==> config.mk <==
export PLATFORM = sky130hd
export DESIGN_NAME = spi_slave_top
export DESIGN_NICKNAME = d
export VERILOG_FILES = /design/src/logic/spi_slave_pkg.sv /design/src/logic/spi_frame_shifter.sv /design/src/logic/spi_protocol.sv /design/src/logic/spi_reg_bank.sv /design/src/logic/spi_slave_top.sv
export VERILOG_INCLUDE_DIRS = /design/src /design/src/logic
export SDC_FILE = /design/constraint.sdc
export NUM_CORES = 1
export LEC_CHECK = 0
export BUFFER_PORTS_ARGS = -buffer_cell sky130_fd_sc_hd__buf_2
export CAP_MARGIN = 20
export CELL_PAD_IN_SITES_DETAIL_PLACEMENT = 1
export CELL_PAD_IN_SITES_GLOBAL_PLACEMENT = 1
export CORE_MARGIN = 4
export CORE_UTILIZATION = 40
export CTS_BUF_LIST = sky130_fd_sc_hd__clkbuf_16
export DETAILED_ROUTE_END_ITERATION = 10
export HOLD_SLACK_MARGIN = 0.15
export PLACE_DENSITY = 0.71
export SYNTH_ARGS = -nofsm -noshare
export SYNTH_HDL_FRONTEND = slang
export SYNTH_SLANG_ARGS = --single-unit
export TNS_END_PERCENT = 100
==> constraint.sdc <==
create_clock -name clk -period 12 [get_ports clk]
set_input_delay 3 -clock clk [delete_from_list [all_inputs] [get_ports clk]]
set_output_delay 3 -clock clk [all_outputs]
set_load 0.05 [all_outputs]
==> src/logic/spi_slave_consts.svh <==
// Shared constants for the SPI register slave.
// Frame and address widths, register map addresses, ID word and reset value.

`ifndef SPI_SLAVE_CONSTS_SVH
`define SPI_SLAVE_CONSTS_SVH

// Every SPI frame is one 16-bit word, the same width as a register.
`define SPI_DATA_W 16

// Four address bits select one of the registers.
`define SPI_ADDR_W 4

// Total number of addressable registers.
`define SPI_REG_N 16

// The two top addresses are read-only.
`define SPI_STATUS_ADDR 4'd14
`define SPI_ID_ADDR 4'd15

// Value returned by the identification register.
`define SPI_ID_WORD 16'h5A17

// Value held by the general registers after reset.
`define SPI_REG_RST 16'h0000

`endif

==> src/logic/spi_slave_pkg.sv <==
// Types shared by the SPI register slave.
// Command word, register write request and protocol FSM states.

package spi_slave_pkg;

`include "spi_slave_consts.svh"

  // Command frame contents.
  // The read flag sits directly above the address, so the low five bits of the
  // received command frame map onto this struct as they are.
  typedef struct packed {
    logic                   rd;
    logic [`SPI_ADDR_W-1:0] addr;
  } spi_cmd_t;

  // Write request from the protocol FSM to the register bank.
  // The bank commits data on the clock edge after en is seen high.
  typedef struct packed {
    logic                   en;
    logic [`SPI_ADDR_W-1:0] addr;
    logic [`SPI_DATA_W-1:0] data;
  } reg_wr_t;

  // Protocol FSM states.
  // proto_idle waits for a command frame to finish.
  // proto_cmd holds a decoded command until the data frame finishes.
  // proto_data waits for the next chip-select fall before going idle again.
  typedef enum logic [1:0] {
    proto_idle = 2'd0,
    proto_cmd  = 2'd1,
    proto_data = 2'd2
  } proto_state_t;

endpackage

==> src/logic/spi_frame_shifter.sv <==
// SPI mode 0 frame shifter.
// Synchronizes sclk, ss and mosi, detects their edges, shifts mosi into a
// receive word and shifts a transmit word out on miso, MSB first.

`timescale 1ns/1ns

`include "spi_slave_consts.svh"

module spi_frame_shifter (
  input  logic                   clk,
  input  logic                   rst,
  input  logic                   sclk,
  input  logic                   ss,
  input  logic                   mosi,
  input  logic [`SPI_DATA_W-1:0] tx_frame,
  output logic                   miso,
  output logic [`SPI_DATA_W-1:0] rx_frame,
  output logic                   ss_rise,
  output logic                   ss_fall
);

  // Bits 0 and 1 are the two synchronizer flops.
  // Bit 2 holds the previous synchronized value for edge detection.
  logic [2:0] sclk_q;
  logic [2:0] ss_q;
  logic [2:0] mosi_q;

  // Registered sclk edge pulses, aligned with ss_rise and ss_fall.
  logic sclk_rise;
  logic sclk_fall;

  // Edge of ss seen between the last two flops, one cycle ahead of ss_rise.
  logic ss_rise_det;

  // Chip select is active low.
  logic ss_active;

  logic [`SPI_DATA_W-1:0] rx_shift;
  logic [`SPI_DATA_W-1:0] tx_shift;

  // The SPI pins are asynchronous to clk, so each passes two flops first.
  // Chip select starts high so that reset does not look like a frame start.
  always_ff @(posedge clk or posedge rst) begin
    if (rst) begin
      sclk_q <= 3'b000;
      ss_q   <= 3'b111;
      mosi_q <= 3'b000;
    end else begin
      sclk_q <= {sclk_q[1:0], sclk};
      ss_q   <= {ss_q[1:0], ss};
      mosi_q <= {mosi_q[1:0], mosi};
    end
  end

  assign ss_rise_det = ss_q[1] & ~ss_q[2];
  assign ss_active   = ~ss_q[2];

  // Edge pulses are registered, which puts them three clocks after the pin.
  // In the pulse cycle bit 2 of every pin holds the value of the same sample.
  always_ff @(posedge clk or posedge rst) begin
    if (rst) begin
      sclk_rise <= 1'b0;
      sclk_fall <= 1'b0;
      ss_rise   <= 1'b0;
      ss_fall   <= 1'b0;
    end else begin
      sclk_rise <= sclk_q[1] & ~sclk_q[2];
      sclk_fall <= ~sclk_q[1] & sclk_q[2];
      ss_rise   <= ss_rise_det;
      ss_fall   <= ~ss_q[1] & ss_q[2];
    end
  end

  // Receive side.
  // Mode 0 puts data on mosi before the rising sclk edge, so it is taken then.
  always_ff @(posedge clk) begin
    if (sclk_rise && ss_active) begin
      rx_shift <= {rx_shift[`SPI_DATA_W-2:0], mosi_q[2]};
    end
  end

  // The finished word is copied one cycle before the ss_rise pulse.
  // The protocol can then use rx_frame in the same cycle as ss_rise.
  always_ff @(posedge clk) begin
    if (ss_rise_det) begin
      rx_frame <= rx_shift;
    end
  end

  // Transmit side.
  // The word is loaded at frame start so its MSB is on miso before the first
  // rising sclk edge. Each falling edge then moves the next bit up.
  always_ff @(posedge clk or posedge rst) begin
    if (rst) begin
      tx_shift <= '0;
    end else if (ss_fall) begin
      tx_shift <= tx_frame;
    end else if (sclk_fall && ss_active) begin
      tx_shift <= {tx_shift[`SPI_DATA_W-2:0], 1'b0};
    end
  end

  assign miso = tx_shift[`SPI_DATA_W-1];

endmodule

==> src/logic/spi_protocol.sv <==
// Command and data FSM of the SPI register slave.
// Decodes the command frame, returns register data for reads and issues a
// single-cycle register write at the end of a write data frame.

`timescale 1ns/1ns

`include "spi_slave_consts.svh"

module spi_protocol
  import spi_slave_pkg::*;
(
  input  logic                   clk,
  input  logic                   rst,
  input  logic [`SPI_DATA_W-1:0] rx_frame,
  input  logic                   ss_rise,
  input  logic                   ss_fall,
  input  logic [`SPI_DATA_W-1:0] rd_data,
  output logic [`SPI_DATA_W-1:0] tx_frame,
  output logic [`SPI_ADDR_W-1:0] rd_addr,
  output reg_wr_t                wr
);

  proto_state_t state;

  // Command of the transaction in progress.
  spi_cmd_t cmd;

  logic                   wr_en;
  logic [`SPI_DATA_W-1:0] wr_data;

  // The data frame ends while a command is held.
  logic data_end;

  assign data_end = (state == proto_cmd) && ss_rise;

  always_ff @(posedge clk or posedge rst) begin
    if (rst) begin
      state    <= proto_idle;
      cmd      <= '0;
      tx_frame <= '0;
      wr_en    <= 1'b0;
    end else begin
      case (state)
        proto_idle: begin
          // A finished frame in this state is a command.
          if (ss_rise) begin
            cmd.rd   <= rx_frame[`SPI_ADDR_W];
            cmd.addr <= rx_frame[`SPI_ADDR_W-1:0];
            state    <= proto_cmd;
          end
        end
        proto_cmd: begin
          // For a read, keep tx_frame on the selected register.
          // The shifter takes whatever is here when the data frame starts.
          if (cmd.rd) begin
            tx_frame <= rd_data;
          end
          // End of the data frame. Nothing more to send, and a write
          // request goes out for one cycle.
          if (ss_rise) begin
            tx_frame <= '0;
            wr_en    <= ~cmd.rd;
            state    <= proto_data;
          end
        end
        proto_data: begin
          wr_en <= 1'b0;
          // The next chip-select fall closes the transaction.
          if (ss_fall) begin
            state <= proto_idle;
          end
        end
        default: begin
          state <= proto_idle;
        end
      endcase
    end
  end

  // Write data is only looked at while wr_en is high.
  always_ff @(posedge clk) begin
    if (data_end && !cmd.rd) begin
      wr_data <= rx_frame;
    end
  end

  // The bank reads and writes at the latched command address.
  assign rd_addr = cmd.addr;

  assign wr.en   = wr_en;
  assign wr.addr = cmd.addr;
  assign wr.data = wr_data;

endmodule

==> src/logic/spi_reg_bank.sv <==
// Register bank of the SPI register slave.
// Holds the general read/write registers and maps the live status input and
// the fixed ID word onto the two top addresses.

`timescale 1ns/1ns

`include "spi_slave_consts.svh"

module spi_reg_bank
  import spi_slave_pkg::*;
(
  input  logic                   clk,
  input  logic                   rst,
  input  reg_wr_t                wr,
  input  logic [`SPI_ADDR_W-1:0] rd_addr,
  input  logic [`SPI_DATA_W-1:0] status,
  output logic [`SPI_DATA_W-1:0] rd_data
);

  // All registers but the status and ID slots are storage.
  localparam int unsigned RW_N = `SPI_REG_N - 2;

  logic [`SPI_DATA_W-1:0] regs [RW_N];

  // Write side is only accepted inside the storage range.
  logic wr_hit;

  assign wr_hit = wr.en && (wr.addr < RW_N);

  // Writes land on the clock edge after the request.
  // A request to the status or ID address falls outside the range and is
  // dropped here.
  always_ff @(posedge clk or posedge rst) begin
    if (rst) begin
      for (int i = 0; i < RW_N; i++) begin
        regs[i] <= `SPI_REG_RST;
      end
    end else if (wr_hit) begin
      regs[wr.addr] <= wr.data;
    end
  end

  // Reads are combinational.
  // The protocol registers the result into tx_frame, which keeps the read
  // path off the SPI timing.
  always_comb begin
    if (rd_addr == `SPI_ID_ADDR) begin
      rd_data = `SPI_ID_WORD;
    end else if (rd_addr == `SPI_STATUS_ADDR) begin
      // Status is passed through live, not sampled.
      rd_data = status;
    end else begin
      rd_data = regs[rd_addr];
    end
  end

endmodule

==> src/logic/spi_slave_top.sv <==
// Top level of the SPI register slave.
// Connects the frame shifter, the protocol FSM and the register bank.

`timescale 1ns/1ns

`include "spi_slave_consts.svh"

module spi_slave_top
  import spi_slave_pkg::*;
(
  input  logic                   clk,
  input  logic                   rst,
  input  logic                   sclk,
  input  logic                   ss,
  input  logic                   mosi,
  input  logic [`SPI_DATA_W-1:0] status,
  output logic                   miso
);

  // Frame level signals between shifter and protocol.
  logic [`SPI_DATA_W-1:0] rx_frame;
  logic [`SPI_DATA_W-1:0] tx_frame;
  logic                   ss_rise;
  logic                   ss_fall;

  // Register access between protocol and bank.
  logic [`SPI_ADDR_W-1:0] rd_addr;
  logic [`SPI_DATA_W-1:0] rd_data;
  reg_wr_t                wr;

  // Serial side. All SPI pins end here.
  spi_frame_shifter u_shifter (
    .clk      (clk),
    .rst      (rst),
    .sclk     (sclk),
    .ss       (ss),
    .mosi     (mosi),
    .tx_frame (tx_frame),
    .miso     (miso),
    .rx_frame (rx_frame),
    .ss_rise  (ss_rise),
    .ss_fall  (ss_fall)
  );

  spi_protocol u_protocol (
    .clk      (clk),
    .rst      (rst),
    .rx_frame (rx_frame),
    .ss_rise  (ss_rise),
    .ss_fall  (ss_fall),
    .rd_data  (rd_data),
    .tx_frame (tx_frame),
    .rd_addr  (rd_addr),
    .wr       (wr)
  );

  spi_reg_bank u_bank (
    .clk     (clk),
    .rst     (rst),
    .wr      (wr),
    .rd_addr (rd_addr),
    .status  (status),
    .rd_data (rd_data)
  );

endmodule
* Yosys cells after proc, flatten, opt, wreduce, memory -nomap -nowiden
Cells that the tools add are included. W data, S select, Z words.
Storage, ports and cells: memory bits (writable) 0, output and inout bits 1, bits in latches 0, memory bits (read-only) 0, word-level logic and storage cells 83, memories 0, input port bits 21, register bits after elaboration 325
Operators by class: shift operators 0, bitwise operators 10, multiplexer cells 18, multipliers 0, divide/modulo/power cells 0, reduce and logical (&&, ||, !) cells 15, $add $sub $neg 0, equality and inequality tests 7, order comparisons 3
Operators with widths (number):
- $bwmux W224 | 1
- $mux W16 | 9
- $bmux W16 S4 | 1
- $demux W16 S4 | 1
- $eq A4 B4 Y1 const B | 2
- $logic_and A1 B1 Y1 | 6
- $mux W2 | 3
- $ne A2 B2 Y1 const B | 3
- $pmux W2 S3 | 1
- $reduce_and A2 Y1 | 3
- $reduce_bool A2 Y1 | 3
- $ge A5 B5 Y1 const B | 1
- $lt A5 B1 Y1 const B | 1
- $not A1 Y1 | 5
- $not A4 Y5 | 1
- $and A1 B1 Y1 | 4
- $lt A4 B4 Y1 const B | 1
- $reduce_and A3 Y1 | 1
- $eq A2 B1 Y1 const B | 1
- $eq A2 B2 Y1 const B | 1
- $logic_not A2 Y1 | 1
- $pmux W1 S2 | 1
- $logic_not A1 Y1 | 1
- $mux W1 | 1

* Logic depth before layout (Yosys ltp)
word-level depth 8, depth in mapped cells 7, gate-level depth less buffers 4

* By module
A second synthesis with hierarchy kept.
Unflattened totals: cell total of the unflattened synthesis 936, area, all modules 14167.3 um2
By module, submodules not included:
- spi_reg_bank | cells an instance 723, area each 10410.0 um2, sequential area each 5605.4 um2, instances 1
- spi_frame_shifter | cells an instance 124, area each 2264.7 um2, sequential area each 1690.4 um2, instances 1
- spi_protocol | cells an instance 89, area each 1492.7 um2, sequential area each 1081.0 um2, instances 1

* Least setup slack after synthesis
Ideal clock, no wire load.
path kind input port to flip-flop, start in status[0], end reg u_protocol.tx_frame[0], setup time 0.130 ns, data arrival time 3.597 ns, cell stages on the path 4, slack 8.273 ns, required time 11.870 ns, buffers on the path 0, path through mux2_2 > o22a_1 > mux2i_1 > o21ai_0
On the way: word-level cells in the longest chain between the ends 4
RTL lines:
- from (decl) | line spi_slave_top.sv:16 | input logic [`SPI_DATA_W-1:0] status,
- $mux W16 | line spi_reg_bank.sv:49 | end else if (rd_addr == `SPI_STATUS_ADDR) begin
- $mux W16 | line spi_reg_bank.sv:47 | if (rd_addr == `SPI_ID_ADDR) begin
- $mux W16 | line spi_protocol.sv:55 | if (cmd.rd) begin
- $mux W16 | line spi_protocol.sv:60 | if (ss_rise) begin
- to (signal assigned) | line spi_protocol.sv:56 | tx_frame <= rd_data;
- to (decl) | line spi_protocol.sv:18 | output logic [`SPI_DATA_W-1:0] tx_frame,
Every way passes these cells. The select of a mux whose other input is x is not followed. A chain may end at the register's enable or synchronous reset.

==> summary.md <==
| Metric | Value |
|---|---|
| Initial Util | `0.404` |
| CTS sink cnt | `325` |
| Layout area overhead | `12.1%` |
| Final hold violations | `0` |
| Worst hold start | `u_shifter.sclk_q[0]` |
| Die X | `195 um` |
| Setup Buffers After CTS | `0` |
| Net switching power | `1.24 mW` |
| Top-area cell type share of the netlist area | `0.492` |
| Placer Congestion | `0.765` |
| Diodes inserted | `0` |
| Tot Pwr | `3.91 mW` |
| Detailed Route WL | `34,700 um` |
| Post-route DRC | `0` |
| Bufs on Longest Clock Path | `3` |
| Post-synthesis sequential area ratio | `0.601` |
| YS warnings | `0` |
| Pwr/cell area | `250 nW/um^2` |
| Switching part of the total power | `0.318` |
| R2R cell count | `5` |
| Slew HR | `0.191` |
| Vias | `8,019` |
| Routed Antenna Nets | `0` |
| Post-synthesis cell area | `13,900 sq um` |
| Int Pwr | `2.67 mW` |
| Status | `completed` |
| Setup Skew | `0.0123 ns` |
| R2r endpoint | `u_bank.regs[6]` |
| Starting DRT DRC Count | `513` |
| Reg clk slew, reported paths | `0.06 ns` |
| Post-synth cell types | `41` |
| CP max-delay cell | `buf_4` |
| First drt pass iteration count | `4` |
| Synthesis-stage register bit count | `325` |
| Post-Syn Area per Cell | `14.5 sq um` |
| Share of layout cells above drive strength 1 | `0.344` |
| Post-Route Setup TNS | `0 ns` |
| # IOs | `22` |
| Total die area | `37,900 sq um` |
| Crit-path cells | `buf_2, inv_8, buf_4, buf_4` |
| Tmin final | `4.54 ns` |
| EDFF count, synth | `48` |
| WL/cell | `23.7 um` |
| Hold Slack | `0.354 ns` |
| Final setup viols | `0` |
| Endpoint, Worst Hold | `u_shifter.sclk_q[1]` |
| Initial antenna violation count | `0` |
| Filler cells | `3,459` |
| Vias in the first global route | `8,703` |
| Top cell by count, worst path | `buf_4` |
| Post_cts resized | `0` |
| Syn Inst Count | `963` |
| Critical Setup Path Class | `primary input to asynchronous set/reset pin` |
| Layout net count | `1,002` |
| Sequential share of power | `0.450` |
| Maxcap violations | `0` |
| RSZ-0062 raised after global routing | `false` |
| Clock Power Share | `0.261` |
| Leak | `6.89 nW` |
| Core Util, Final | `0.453` |
| GR Util All Layers | `0.183` |
| Tightest Pin Transition | `1.21 ns` |
| Crit share post-route | `0.378` |
| Max rail drop VDD | `0.127 mV` |
| CTS tree | `built` |
| Worst R2R Setup Slack | `9.20 ns` |
| R2R Path Start | `u_protocol.rd_addr[2]` |
| Main synth FF type | `dfrtp_1` |
| Design area | `15,600 sq um` |
| FP Rows | `68` |
| Crit path DAT | `5.06 ns` |
| CP delay by family, top | `buffers and inverters` |
| Area contributors post-synth | `dfrtp_1, mux2_2, edfxtp_1` |
| HP Class | `flop to flop` |
| Syn Nets | `984` |
| First-pass GRT wire length | `54,100 um` |
| Crit path max fanout | `77` |
| Hold path cells | `0` |
| Area after DPL | `14,500 sq um` |
| Crit path largest cell delay | `0.76 ns` |
| Number of buffers added on ports | `21` |
| H-tree Lvls | `2` |
| Die Height | `195 um` |
| Worst Path Buf+Inv | `4` |
| Slew Limit Fails | `0` |
| Largest area contributor in the netlist | `dfrtp_1` |
| Root buf cell | `clkbuf_16` |
| Gr ovfl total | `0` |
| DP Wirelength | `22,100 um` |
| Core Area | `34,500 sq um` |
| Largest net degree at the start of global routing | `86` |
| Combinational Power Share | `0.289` |
| CTS Buf Count | `36` |
| Startpoint types | `primary input` |
| Worst skew pair latency | `0.51 ns` |
| Vias/cell | `5.48` |
| CP Capture Type | `asynchronous set/reset pin` |
| FMAX | `220 MHz` |
| Hold Buf Count CTS | `0` |
| Share of flip-flops with an asynchronous set or reset | `0.852` |
| Required @ worst endpoint | `12.52 ns` |
layer usage:
layer / vias up / part of all wire / wire [um] / global-route usage
met5: - / 0 / 0 / 0
met3: 38 / 0.046 / 1610 / 0.0232
li1: 3573 / - / - / -
met1: 4267 / 0.45 / 15500 / 0.263
met4: 0 / 0.015 / 517 / 0.0354
met2: 141 / 0.49 / 17100 / 0.304
worst max path at each step:
| stage | startpoint | to | slack (ns) | cells after the start |
|---|---|---|---|---|
| after CTS | rst | u_protocol.rd_addr[1] | 7.35 | 4 |
| after floorplan | rst | u_bank.regs[0] | 1.37 | 1 |
| after global placement | rst | u_protocol.rd_addr[1] | 6.84 | 4 |
| after global routing | rst | u_protocol.rd_addr[1] | 7.14 | 4 |
| after detailed placement | rst | u_protocol.rd_addr[1] | 6.81 | 4 |
| final | rst | u_protocol.rd_addr[1] | 7.46 | 4 |
synth_stat cells (5+ instances only):
| master | instances |
|---|---|
| o21ai_0 | 29 |
| clkbuf_1 | 23 |
| a22oi_1 | 20 |
| o221ai_1 | 13 |
| mux2_2 | 220 |
| nor3_1 | 8 |
| nor2_1 | 5 |
| nand2b_1 | 13 |
| mux2i_1 | 93 |
| o22ai_1 | 15 |
| buf_2 | 27 |
| dfrtp_1 | 274 |
| buf_4 | 14 |
| a211o_1 | 7 |
| mux2_1 | 11 |
| mux4_2 | 11 |
| edfxtp_1 | 48 |
| nand2_1 | 39 |
| nand3_1 | 17 |
| a21oi_1 | 7 |
| a211oi_1 | 9 |
| nor2_2 | 7 |
| nor2b_1 | 20 |
state kept, by name, summed over array words and instances, names as in the netlist:
register	count
u_bank.regs	224
u_protocol.cmd	1
u_protocol.rd_addr	4
u_protocol.state	2
u_protocol.tx_frame	16
u_protocol.wr_data	16
u_protocol.wr_en	1
u_shifter.mosi_q	3
u_shifter.rx_frame	16
u_shifter.rx_shift	16
u_shifter.sclk_fall	1
u_shifter.sclk_q	3
u_shifter.sclk_rise	1
u_shifter.ss_fall	1
u_shifter.ss_q	3
u_shifter.ss_rise	1
u_shifter.tx_shift	16
power by group through the flow:
stage | combinational, mW | sequential, mW | clock [mW]
detailed placement | 1.14 | 1.78 | 0
CTS | 1.14 | 1.76 | 1.05
finish | 1.13 | 1.76 | 1.02
floorplan | 0.924 | 1.66 | 0
global placement | 1.10 | 1.75 | 0
global route | 1.23 | 1.81 | 1.10
stage by stage:
stage	cells	setup slack, ns
CTS	1462	7.35
detailed placement	1397	6.81
global route	1463	7.14
finish	1463	7.46
global placement	1395	6.84
floorplan	963	1.37
layout make-up:
class / instances / area (sq um) / area share
Clock inverter: 27 / 141 / 0.00906
Tap cell: 455 / 569 / 0.0365
Clock buffer: 38 / 951 / 0.0609
Multi-Input combinational cell: 568 / 5220 / 0.334
Inverter: 2 / 15.0 / 0.000962
Timing Repair Buffer: 48 / 339 / 0.0217
Sequential cell: 325 / 8380 / 0.537
logic make-up (layout without fill, tap and decap cells):
logic type             Yosys count  count (layout)  synth area share
AO/OA/AOI/OAI                  108             108            0.0523
AND/OR/NAND/NOR                124             124            0.0491
multiplexers                   335             335             0.271
XOR/XNOR                         1               1          0.000629
buffers and inverters           70             115            0.0252
flip-flops                     325             325             0.601
worst reg2reg max path: cells and delay by family (launching register included):
kind / cells / cell delay (ns)
flip-flops: 1 / 0.76
buffers and inverters: 1 / 0.35
AND/OR/NAND/NOR: 3 / 1.19
multiplexers: 1 / 0.38
placed cells by master, fill, tap and decap left out, types with 3 or more instances in the layout:
cell,Yosys,routed
o221ai_1,13,13
mux4_2,11,11
nand3_1,17,17
a211o_1,7,7
nor3_4,3,3
buf_4,14,24
dfstp_2,3,3
inv_1,2,9
a22oi_1,20,20
mux2i_1,93,93
nand2_1,39,39
buf_2,27,21
clkinv_2,0,3
mux2_2,220,220
clkinv_1,0,11
a32oi_1,3,3
o21ai_0,29,29
nor3_1,8,8
mux2_1,11,11
dfrtp_1,274,272
nor2b_1,20,18
nor2_1,5,5
a21oi_1,7,7
edfxtp_1,48,48
nand2b_1,13,13
clkbuf_16,0,38
a211oi_1,9,9
nand3b_1,3,3
nor2_2,7,6
o22ai_1,15,15
No activity file was read; power rests on OpenSTA's default activity.
